**src/timer_bank_pkg.sv**
```systemverilog
`default_nettype none

package timer_bank_pkg;

    // ******************************
    // Command opcodes
    // ******************************

    // Three bit opcode carried on cmd_op
    // Codes are fixed so stimulus can use plain numbers
    typedef enum logic [2:0] {
        // Nothing happens for this command
        CMD_NOP          = 3'd0,
        // Load cmd_data as the rollover value
        CMD_SET_ROLLOVER = 3'd1,
        // Start counting on the channel
        CMD_ENABLE       = 3'd2,
        // Stop counting and hold the count
        CMD_DISABLE      = 3'd3,
        // One cycle clear pulse to the counter
        CMD_CLEAR        = 3'd4,
        // Drop the sticky rollover event
        CMD_ACK          = 3'd5,
        // Interrupt mask bit taken from cmd_data[0]
        CMD_SET_MASK     = 3'd6
    } cmd_op_t;

    // ******************************
    // Read selects
    // ******************************

    // Picks what rd_data shows
    typedef enum logic {
        // Count of the channel on rd_ch
        RD_COUNT  = 1'b0,
        // Sticky event bits, zero extended
        RD_STATUS = 1'b1
    } rd_sel_t;

endpackage

`default_nettype wire
```
**src/timer_bank.sv**
```systemverilog
`timescale 1ns/10ps
`default_nettype none

module timer_bank #(
    parameter  int NUM_CHANNELS = 4,
    parameter  int NUM_CNT_BITS = 4,
    // Channel numbers can point past the last channel
    localparam int CH_BITS      = $clog2(NUM_CHANNELS + 1),
    localparam int RD_BITS      = (NUM_CNT_BITS > NUM_CHANNELS) ? NUM_CNT_BITS
                                                               : NUM_CHANNELS
) (
    input  wire logic                     tb_clk,
    input  wire logic                     rst_n,
    // Command port, one strobe per command
    input  wire logic                     cmd_valid,
    input  wire timer_bank_pkg::cmd_op_t  cmd_op,
    input  wire logic [CH_BITS-1:0]       cmd_ch,
    input  wire logic [NUM_CNT_BITS-1:0]  cmd_data,
    // Read port
    input  wire timer_bank_pkg::rd_sel_t  rd_sel,
    input  wire logic [CH_BITS-1:0]       rd_ch,
    output logic      [RD_BITS-1:0]       rd_data,
    output logic                          irq
);

    // Settings from the decoder, one slice per channel
    logic [NUM_CHANNELS*NUM_CNT_BITS-1:0] rollover_val;
    logic [NUM_CHANNELS-1:0]              count_enable;
    logic [NUM_CHANNELS-1:0]              clear;
    logic [NUM_CHANNELS-1:0]              ack;
    logic [NUM_CHANNELS-1:0]              irq_mask;
    // Counter results toward the collector
    logic [NUM_CHANNELS*NUM_CNT_BITS-1:0] count_out;
    logic [NUM_CHANNELS-1:0]              rollover_flag;

    // ******************************
    // Command decoder
    // ******************************
    timer_config #(
        .NUM_CHANNELS (NUM_CHANNELS),
        .NUM_CNT_BITS (NUM_CNT_BITS)
    ) u_config (
        .tb_clk       (tb_clk),
        .rst_n        (rst_n),
        .cmd_valid    (cmd_valid),
        .cmd_op       (cmd_op),
        .cmd_ch       (cmd_ch),
        .cmd_data     (cmd_data),
        .rollover_val (rollover_val),
        .count_enable (count_enable),
        .clear        (clear),
        .ack          (ack),
        .irq_mask     (irq_mask)
    );

    // ******************************
    // Counter per channel
    // ******************************
    for (genvar i = 0; i < NUM_CHANNELS; i++) begin : g_channel
        flex_counter #(
            .NUM_CNT_BITS  (NUM_CNT_BITS)
        ) u_counter (
            .tb_clk        (tb_clk),
            .rst_n         (rst_n),
            .clear         (clear[i]),
            .count_enable  (count_enable[i]),
            .rollover_val  (rollover_val[i*NUM_CNT_BITS +: NUM_CNT_BITS]),
            .count_out     (count_out[i*NUM_CNT_BITS +: NUM_CNT_BITS]),
            .rollover_flag (rollover_flag[i])
        );
    end

    // ******************************
    // Events, interrupt and read back
    // ******************************
    rollover_collector #(
        .NUM_CHANNELS  (NUM_CHANNELS),
        .NUM_CNT_BITS  (NUM_CNT_BITS)
    ) u_collector (
        .tb_clk        (tb_clk),
        .rst_n         (rst_n),
        .count_out     (count_out),
        .rollover_flag (rollover_flag),
        .ack           (ack),
        .irq_mask      (irq_mask),
        .rd_sel        (rd_sel),
        .rd_ch         (rd_ch),
        .rd_data       (rd_data),
        .irq           (irq)
    );

endmodule

`default_nettype wire

```
**src/rollover_collector.sv**
```systemverilog
`timescale 1ns/10ps
`default_nettype none

module rollover_collector #(
    parameter  int NUM_CHANNELS = 4,
    parameter  int NUM_CNT_BITS = 4,
    // Same channel index width as the command side
    localparam int CH_BITS      = $clog2(NUM_CHANNELS + 1),
    // Read data fits both a count and the status vector
    localparam int RD_BITS      = (NUM_CNT_BITS > NUM_CHANNELS) ? NUM_CNT_BITS
                                                               : NUM_CHANNELS
) (
    input  wire logic                                 tb_clk,
    input  wire logic                                 rst_n,
    input  wire logic [NUM_CHANNELS*NUM_CNT_BITS-1:0] count_out,
    input  wire logic [NUM_CHANNELS-1:0]              rollover_flag,
    input  wire logic [NUM_CHANNELS-1:0]              ack,
    input  wire logic [NUM_CHANNELS-1:0]              irq_mask,
    input  wire timer_bank_pkg::rd_sel_t              rd_sel,
    input  wire logic [CH_BITS-1:0]                   rd_ch,
    output logic [RD_BITS-1:0]                        rd_data,
    output logic                                      irq
);

    // One sticky event bit per channel
    logic [NUM_CHANNELS-1:0] sticky;
    logic [NUM_CHANNELS-1:0] next_sticky;
    // Events that are allowed to interrupt
    logic [NUM_CHANNELS-1:0] masked_events;

    // ******************************
    // Sticky event bits
    // ******************************

    // Ack clears the bit unless a new flag arrives on the same edge
    assign next_sticky = (sticky & ~ack) | rollover_flag;

    always_ff @(posedge tb_clk) begin
        if (!rst_n) begin
            sticky <= '0;
        end else begin
            sticky <= next_sticky;
        end
    end

    // ******************************
    // Interrupt
    // ******************************
    assign masked_events = sticky & irq_mask;

    // Registered OR that trails the sticky bits by one cycle
    always_ff @(posedge tb_clk) begin
        if (!rst_n) begin
            irq <= 1'b0;
        end else begin
            irq <= |masked_events;
        end
    end

    // ******************************
    // Read mux
    // ******************************
    always_comb begin
        // Unknown channel reads as zero
        rd_data = '0;
        case (rd_sel)
            timer_bank_pkg::RD_COUNT: begin
                for (int i = 0; i < NUM_CHANNELS; i++) begin
                    if (rd_ch == CH_BITS'(i)) begin
                        rd_data = RD_BITS'(count_out[i*NUM_CNT_BITS +: NUM_CNT_BITS]);
                    end
                end
            end
            timer_bank_pkg::RD_STATUS: begin
                // Status is zero extended up to the read width
                rd_data = RD_BITS'(sticky);
            end
            default: begin
                rd_data = '0;
            end
        endcase
    end

endmodule

`default_nettype wire

```
**src/timer_config.sv**
```systemverilog
`timescale 1ns/10ps
`default_nettype none

module timer_config #(
    parameter  int NUM_CHANNELS = 4,
    parameter  int NUM_CNT_BITS = 4,
    // Room for one out of range channel number
    localparam int CH_BITS      = $clog2(NUM_CHANNELS + 1)
) (
    input  wire logic                                 tb_clk,
    input  wire logic                                 rst_n,
    input  wire logic                                 cmd_valid,
    input  wire timer_bank_pkg::cmd_op_t              cmd_op,
    input  wire logic [CH_BITS-1:0]                   cmd_ch,
    input  wire logic [NUM_CNT_BITS-1:0]              cmd_data,
    output logic [NUM_CHANNELS*NUM_CNT_BITS-1:0]      rollover_val,
    output logic [NUM_CHANNELS-1:0]                   count_enable,
    output logic [NUM_CHANNELS-1:0]                   clear,
    output logic [NUM_CHANNELS-1:0]                   ack,
    output logic [NUM_CHANNELS-1:0]                   irq_mask
);

    // Command as captured on the command edge
    logic                     cmd_valid_q;
    timer_bank_pkg::cmd_op_t  cmd_op_q;
    logic [CH_BITS-1:0]       cmd_ch_q;
    logic [NUM_CNT_BITS-1:0]  cmd_data_q;
    // One hot channel select of the captured command
    logic [NUM_CHANNELS-1:0]  ch_sel;

    // ******************************
    // Command capture
    // ******************************

    // Strobe of the captured command
    always_ff @(posedge tb_clk) begin
        if (!rst_n) begin
            cmd_valid_q <= 1'b0;
        end else begin
            cmd_valid_q <= cmd_valid;
        end
    end

    // Payload of the command
    always_ff @(posedge tb_clk) begin
        cmd_op_q   <= cmd_op;
        cmd_ch_q   <= cmd_ch;
        cmd_data_q <= cmd_data;
    end

    // Out of range channel numbers match no bit
    always_comb begin
        for (int i = 0; i < NUM_CHANNELS; i++) begin
            ch_sel[i] = cmd_valid_q && (cmd_ch_q == CH_BITS'(i));
        end
    end

    // ******************************
    // Per channel settings
    // ******************************
    always_ff @(posedge tb_clk) begin
        if (!rst_n) begin
            rollover_val <= '0;
            count_enable <= '0;
            irq_mask     <= '0;
        end else begin
            for (int i = 0; i < NUM_CHANNELS; i++) begin
                if (ch_sel[i]) begin
                    case (cmd_op_q)
                        timer_bank_pkg::CMD_SET_ROLLOVER: begin
                            rollover_val[i*NUM_CNT_BITS +: NUM_CNT_BITS] <= cmd_data_q;
                        end
                        timer_bank_pkg::CMD_ENABLE: begin
                            count_enable[i] <= 1'b1;
                        end
                        timer_bank_pkg::CMD_DISABLE: begin
                            count_enable[i] <= 1'b0;
                        end
                        timer_bank_pkg::CMD_SET_MASK: begin
                            irq_mask[i] <= cmd_data_q[0];
                        end
                        default: begin
                            // Pulse commands and NOP leave settings alone
                        end
                    endcase
                end
            end
        end
    end

    // ******************************
    // Single cycle pulses
    // ******************************

    // Pulses last one cycle since they reload every edge
    always_ff @(posedge tb_clk) begin
        if (!rst_n) begin
            clear <= '0;
            ack   <= '0;
        end else begin
            clear <= ch_sel & {NUM_CHANNELS{cmd_op_q == timer_bank_pkg::CMD_CLEAR}};
            ack   <= ch_sel & {NUM_CHANNELS{cmd_op_q == timer_bank_pkg::CMD_ACK}};
        end
    end

endmodule

`default_nettype wire

```
**src/flex_counter.sv**
```systemverilog
`timescale 1ns/10ps
`default_nettype none

module flex_counter #(
    parameter int NUM_CNT_BITS = 4
) (
    input  wire logic                    tb_clk,
    input  wire logic                    rst_n,
    input  wire logic                    clear,
    input  wire logic                    count_enable,
    input  wire logic [NUM_CNT_BITS-1:0] rollover_val,
    output logic      [NUM_CNT_BITS-1:0] count_out,
    output logic                         rollover_flag
);

    // Next state of the count and of the flag
    logic [NUM_CNT_BITS-1:0] next_count;
    logic                    next_flag;
    // High when a rollover value is programmed
    logic                    rollover_on;

    // Zero rollover value means free running
    assign rollover_on = (rollover_val != '0);

    // ******************************
    // Next count
    // ******************************
    always_comb begin
        // Hold by default
        next_count = count_out;
        if (clear) begin
            // Clear beats enable
            next_count = '0;
        end else if (count_enable) begin
            if (rollover_on && (count_out == rollover_val)) begin
                // Restart at one after the rollover value
                next_count = NUM_CNT_BITS'(1);
            end else begin
                // Plain increment that wraps through zero
                next_count = count_out + NUM_CNT_BITS'(1);
            end
        end
    end

    // Flag follows the count it will sit next to
    assign next_flag = !clear && count_enable && rollover_on &&
                       (next_count == rollover_val);

    // ******************************
    // State registers
    // ******************************
    always_ff @(posedge tb_clk) begin
        if (!rst_n) begin
            count_out     <= '0;
            rollover_flag <= 1'b0;
        end else begin
            count_out     <= next_count;
            rollover_flag <= next_flag;
        end
    end

endmodule

`default_nettype wire

```
**config.mk**
```make
export PLATFORM = sky130hd
export DESIGN_NAME = timer_bank
export DESIGN_NICKNAME = d
export VERILOG_FILES = /design/src/timer_bank_pkg.sv /design/src/timer_bank.sv /design/src/rollover_collector.sv /design/src/timer_config.sv /design/src/flex_counter.sv
export SDC_FILE = /design/constraint.sdc
export NUM_CORES = 1
export LEC_CHECK = 0
export BUFFER_PORTS_ARGS = -buffer_cell sky130_fd_sc_hd__buf_2
export CORE_ASPECT_RATIO = 0.75
export CORE_UTILIZATION = 50
export CTS_CLUSTER_SIZE = 25
export DETAILED_ROUTE_END_ITERATION = 6
export PLACE_DENSITY_LB_ADDON = 0.1
export SETUP_SLACK_MARGIN = 0.3
export SYNTH_ARGS = -nofsm -noshare
export SYNTH_HDL_FRONTEND = slang
export SYNTH_SLANG_ARGS = --single-unit
```
**constraint.sdc**
```tcl
create_clock -name tb_clk -period 1.6 [get_ports tb_clk]
set_input_delay 0.24 -clock tb_clk [delete_from_list [all_inputs] [get_ports tb_clk]]
set_output_delay 0.24 -clock tb_clk [all_outputs]
set_load 0.03 [all_outputs]
```
* After elaboration in Yosys (flattened, before gate mapping)
Cells that the tools add are included.
** Cells by class
- Add/sub/neg operators :: 4
- Bitwise logic cells :: 7
- Multiplexer cells :: 18
- Reductions and logical operators :: 44
- Eq/ne operators :: 20
** Operators with widths (number)
- 4-bit two-way mux :: 16
- 4-bit == test :: 8
- 2-bit AND reduction :: 12
- 1-bit logical AND :: 20
- 3-bit by 2-bit == test with 1-bit output (second input constant) :: 6
- 4-bit by 1-bit adder with 4-bit output (second input constant) :: 4
- 4-bit bitwise AND :: 4
- 4-bit nonzero test :: 4
- 3-bit by 1-bit == test with 1-bit output (second input constant) :: 3
- 3-bit == test (second input constant) :: 3
- 4-bit one-hot mux with 2 select lines :: 1
- 3-bit logical NOT :: 2
- 1-bit logical NOT :: 4
- 4-bit NOT :: 1
- 4-bit bitwise OR :: 1
- 4-bit OR reduction :: 1
- 1-bit one-hot mux with 2 select lines :: 1
- 2-bit nonzero test :: 1
- 1-bit NOT :: 1
** Storage, ports and cells
- Output and inout bits :: 5
- Word-level logic and storage cells :: 121
- Register bits :: 68
- Bits of input ports :: 17

* Longest topological paths before layout
- Word-level depth :: 7
- Gate-level depth with buffers :: 7
- Mapped depth without buffers :: 7

* Modules after synthesis
A second synthesis with hierarchy kept.
** Unflattened totals
- Cell total of the unflattened synthesis :: 323
- Area total of the unflattened synthesis :: 3178.0 µm²
** By module, submodules not included
- timer_config :: cells each 130, instances 1, area an instance 1438.9 µm², seq. area each 860.8 µm²
- flex_counter :: cells each 42, instances 4, area an instance 355.3 µm², seq. area each 100.1 µm²
- rollover_collector :: cells each 25, instances 1, area an instance 317.8 µm², seq. area each 100.1 µm²

* Worst setup path after synthesis
Ideal clock, no wire load.
- Kind :: register to register
- Start point :: register u_config.rollover_val[12]
- End point :: register g_channel[3].u_counter.rollover_flag
- Setup time :: 0.117 ns
- Buffers on the path :: 0
- Path slack :: -0.110 ns
- Stages on the path, launching flop included :: 7
- Data required time :: 1.483 ns
- Arrival time :: 1.593 ns
- Cells stage by stage :: dfxtp_1 -> or4_4 -> nand3_2 -> o311ai_2 -> a21oi_2 -> mux2i_1 -> and4bb_1
** Between the ends
- Word-level cells in the longest chain between the ends :: 7
- Elaborated cells between the ends (all ways) :: 9
- Those cells by class :: eq/ne (2); mux (3); reduce/logical (4)
** Ends and longest elaborated chain
- start: declaration :: line timer_config.sv:16 : output logic [NUM_CHANNELS*NUM_CNT_BITS-1:0] rollover_val,
- start signal: indexed assignment :: line timer_config.sv:71 : rollover_val[i*NUM_CNT_BITS +: NUM_CNT_BITS] <= cmd_data_q;
- 4-bit == test or 4-bit nonzero test (tied branches) :: line flex_counter.sv:35, flex_counter.sv:23
- 1-bit logical AND :: line flex_counter.sv:35 : if (rollover_on && (count_out == rollover_val)) begin
- 4-bit two-way mux :: line flex_counter.sv:35
- 4-bit two-way mux :: line flex_counter.sv:34 : end else if (count_enable) begin
- 4-bit two-way mux :: line flex_counter.sv:31 : if (clear) begin
- 4-bit == test :: line flex_counter.sv:47 : (next_count == rollover_val);
- 1-bit logical AND (*) :: line flex_counter.sv:46 : assign next_flag = !clear && count_enable && rollover_on &&
- end signal: assignment :: line flex_counter.sv:58 : rollover_flag <= next_flag;
- end: declaration :: line flex_counter.sv:13 : output logic rollover_flag
Every way passes the cells marked *; elsewhere a longest branch is shown, timed or not.
A chain may end at the register's enable or synchronous reset.

* Worst setup path in the final report
- Start point :: register g_channel[1].u_counter.count_out[1]
- End point :: output rd_data[1]
** Between the ends
- Word-level cells in the longest chain between the ends :: 4
** Ends and longest elaborated chain
- start: declaration :: line flex_counter.sv:12 : output logic [NUM_CNT_BITS-1:0] count_out,
- start signal: assignment :: line flex_counter.sv:57 : count_out <= next_count;
- 4-bit two-way mux (3 in series) :: line rollover_collector.sv:69 : if (rd_ch == CH_BITS'(i)) begin
- 4-bit one-hot mux with 2 select lines :: line rollover_collector.sv:66 : case (rd_sel)
- end: declaration :: line timer_bank.sv:22 : output logic [RD_BITS-1:0] rd_data,
No other way between the ends.

==> results.sh <==
export IMPL_initial_core_util=0.5357
export IMPL_io_buffers=21
export IMPL_path_buf_inv=2
export IMPL_nFillCells=358
export IMPL_rows=24
export IMPL_drive_gt1_frac=0.4784
export IMPL_setup_violations=9
export IMPL_min_path_type="in2reg"
export IMPL_grt_ovfl_total=0
export IMPL_io_pins=22
export IMPL_synth_mux_area_frac=0.07469
export IMPL_h_tree_depth=3
export IMPL_ys_types=52
export IMPL_critical_path_startpoint_type="flop"
export IMPL_period_share=1.208
export IMPL_ys_ff_latch=68
export IMPL_cts_tree="done"
export IMPL_syn_area_um2=3233
export IMPL_synth_top_family_by_area="simple AND/OR/NAND/NOR gates"
export IMPL_slowest_stage="dfxtp_4"
export IMPL_drt_initial_drc_count=226
export IMPL_tightest_slew_ns=0.3914
export IMPL_skew_ns=0.009677
export IMPL_leakagePower_nw=2.096
export IMPL_register_area_um2=1430
export IMPL_fin_nets=480
export IMPL_clk_pin_slew_ns=0.07
export IMPL_track_usage=0.2688
export IMPL_clockBufferDepth=2
export IMPL_critPathMaxStageDelay_ns=0.36
export IMPL_criticalPathCategory="reg2out"
export IMPL_ys_warn_count=0
export IMPL_async_flop_share=0
export IMPL_gp_congestion=0.8528
export IMPL_grt_antenna_before_repair=0
export IMPL_synth_edf_count=0
export IMPL_slew_headroom=0.7370
export IMPL_wl_um=9632
export IMPL_total_power_mw=3.392
export IMPL_synth_compound_area_share=0.1502
export IMPL_drc=0
export IMPL_status="finished with violations"
export IMPL_grt_max_degree=40
export IMPL_synthAdderAreaFrac=0.01548
export IMPL_first_global_vias=2848
export IMPL_clock_sinks=68
export IMPL_die_w_um=94.85
export IMPL_fp_dieH_um=71.64
export IMPL_syn_inst=359
export IMPL_clock_tree_root_cell="clkbuf_8"
export IMPL_cp_data_arrival_time_ns=1.69
export IMPL_dpl_hpwl_um=5626
export IMPL_critical_path_top_delay_family="compound AO/OA/AOI/OAI gates"
export IMPL_num_antenna_cells=0
export IMPL_avgSynthCellArea_um2=9.006
export IMPL_synthToLayoutAreaGrowth_pct=53.13
export IMPL_ys_seq_area_frac=0.4211
export IMPL_worstPathRequired_ns=1.36
export IMPL_vias=3046
export IMPL_dpl_worst_slack_ns=-0.1789
export IMPL_antenna_left=0
export IMPL_critPathMaxFanout=4
export IMPL_post_route_min_period_ns=1.933
export IMPL_syn_nets=380
export IMPL_core_um2=6036
export IMPL_path_cells="buf_6 -> mux2i_1 -> nor2_1 -> a21oi_2 -> nor2_1 -> a211oi_2 -> a21oi_4 -> buf_6"
export IMPL_wl_per_cell_um=17.77
export IMPL_cts_buffers=9
export IMPL_drv_cap=0
export IMPL_synth_simple_gate_area_frac=0.2310
export IMPL_drt_vias_per_instance=5.620
export IMPL_multiInputGateArea_um2=2312
export IMPL_synth_flop_cell="dfxtp_1"
export IMPL_slew_viol_final=0
export IMPL_finalWorstSetupSlack_ns=-0.3330
export IMPL_setup_tns_ns=-1.774
export IMPL_rsz0062_at_grt="yes"
export IMPL_violations="negative setup slack"
export IMPL_clk_latency_ns=0.35
export IMPL_grt_pass1_wl_um=13720
export IMPL_synth_xor_area_frac=0.07856
export IMPL_dr_pass1_iters=4
export IMPL_ir_drop_uv=660.6
export IMPL_cp_end_kind="output pin"
export IMPL_p_per_area_nw_per_um2=685.1
export IMPL_max_freq_ghz=0.5173
export IMPL_report_final_hold_viol_count=0
export IMPL_dieArea_um2=6795
==> cells in the mapped netlist (2+ instances only) <==
cell type / n / area [um2]
dfxtp_1: 68 / 1361
nor2_1: 49 / 183.9
nand2_1: 24 / 90.09
mux2i_1: 23 / 230.2
nor2b_1: 23 / 143.9
xnor2_1: 15 / 131.4
clkbuf_1: 14 / 52.55
o21ai_0: 14 / 70.07
xor2_1: 14 / 122.6
a21oi_1: 10 / 50.05
nand2b_1: 9 / 56.30
inv_1: 7 / 26.28
nor3_1: 7 / 35.03
a31oi_1: 6 / 37.54
nand4_1: 6 / 37.54
a211oi_1: 5 / 37.54
a21boi_0: 5 / 37.54
nand3b_1: 5 / 37.54
o211a_1: 5 / 50.05
ha_1: 4 / 50.05
o21a_1: 4 / 30.03
a22oi_1: 3 / 22.52
nor3b_1: 3 / 22.52
a2111oi_2: 2 / 30.03
a211o_1: 2 / 17.52
a21oi_2: 2 / 17.52
and3_1: 2 / 12.51
buf_2: 2 / 10.01
nand3_1: 2 / 10.01
or2_2: 2 / 12.51
==> report_power, final <==
| part | internal (mW) | leakage, nW | total [mW] | switching, mW |
|---|---|---|---|---|
| logic | 0.114 | 1.42 | 0.222 | 0.108 |
| registers | 1.69 | 0.570 | 1.72 | 0.0288 |
| clock network | 0.817 | 0.103 | 1.45 | 0.631 |
| total | 2.62 | 2.10 | 3.39 | 0.768 |
==> state kept, by name, indices dropped and copies added, names as in the netlist, 3 cells and up <==
register and count:
u_collector.sticky 4, u_config.ack 4, g_channel.u_counter.rollover_flag 4, u_config.count_enable 4
u_config.irq_mask 4, g_channel.u_counter.count_out 16, u_config.clear 4, u_config.cmd_op_q 3
u_config.cmd_ch_q 3, u_config.rollover_val 16, u_config.cmd_data_q 4
==> worst reg2reg max path: stages, from the launching register on <==
cell	delay, ns
dfxtp_4	0.35
buf_6	0.11
buf_6	0.12
xnor2_2	0.13
nand4_1	0.16
buf_4	0.18
buf_4	0.13
a211oi_2	0.19
a31oi_1	0.11
a2111oi_4	0.34
==> worst paths after layout <==
path,from,slack (ns),cells past startpoint,end
min,cmd_valid,0.10,2,u_config.cmd_valid_q$_SDFF_PN0_
max reg2reg,g_channel[1].u_counter.count_out[0]$_SDFF_PN0_,-0.32,9,g_channel[1].u_counter.rollover_flag$_SDFF_PN0_
max,g_channel[1].u_counter.count_out[1]$_SDFF_PN0_,-0.33,8,rd_data[1]
min reg2reg,g_channel[2].u_counter.rollover_flag$_SDFF_PN0_,0.46,1,u_collector.sticky[2]$_SDFF_PN0_
==> stage by stage <==
| stage | std cells | utilization | area, um2 | hold WS [ns] |
|---|---|---|---|---|
| 2_1_floorplan | 359 | - | 3402 | 0.2677 |
| 3_3_place_gp | 486 | 0.6399 | 3862 | 0.3420 |
| 3_5_place_dp | 486 | 0.6399 | 3862 | 0.3436 |
| 4_1_cts | 527 | 0.7427 | 4483 | 0.08888 |
| 5_1_grt | 542 | 0.8203 | 4951 | 0.1223 |
| 6_report | 542 | 0.8203 | 4951 | 0.1033 |
==> placed cells by master (no fill, tap or decap), types with 4 or more instances in the layout <==
cell type      count
a211oi_2           5
a21oi_2            7
buf_2             17
buf_4             54
buf_6             24
clkbuf_8           9
dfxtp_1           35
dfxtp_2           22
dfxtp_4           11
dlygate4sd3_1     10
inv_1              7
mux2i_1           21
nand2_1           20
nand2b_1           5
nand2b_4           4
nand3b_1           5
nand4_1            6
nor2_1            37
nor2_2             7
nor2_4             5
nor2b_1           21
nor3_1             4
o211a_1            5
o21a_1             4
o21ai_0            7
o21ai_1            4
xnor2_1            9
xnor2_2            4
xor2_1             9
xor2_2             4
==> final cells by class <==
| cell class | count | area share |
|---|---|---|
| multi-input cells | 267 | 0.4670 |
| clock buffers | 13 | 0.03235 |
| repair buffers | 106 | 0.1779 |
| flip-flops and latches | 68 | 0.2889 |
| clock inverters | 3 | 0.008845 |
| inverters | 7 | 0.005307 |
| well taps | 78 | 0.01971 |
==> kinds of logic after synthesis <==
group           after synthesis
mux                          24
fa+ha+maj                     4
buf+inv                      24
simple gates                143
compound gates               67
xor+xnor                     29
flops                        68
==> metal layers <==
| layer | GRT usage | part of all wire | vias to the layer above |
|---|---|---|---|
| met5 | 0 | 0 | - |
| met4 | 0.1111 | 0.016 | 0 |
| met3 | 0.05308 | 0.052 | 14 |
| met2 | 0.4109 | 0.48 | 92 |
| met1 | 0.3720 | 0.45 | 1498 |
| li1 | - | - | 1442 |
==> repair_timing <==
action,in CTS,in global routing
resized for setup,51,85
buffers inserted,15,15
hold buffers,10,0
pin swaps,25,38
hold endpoints to repair,10,0
setup endpoints to repair,33,45
Note: power is estimated with default switching activity, not from simulation.
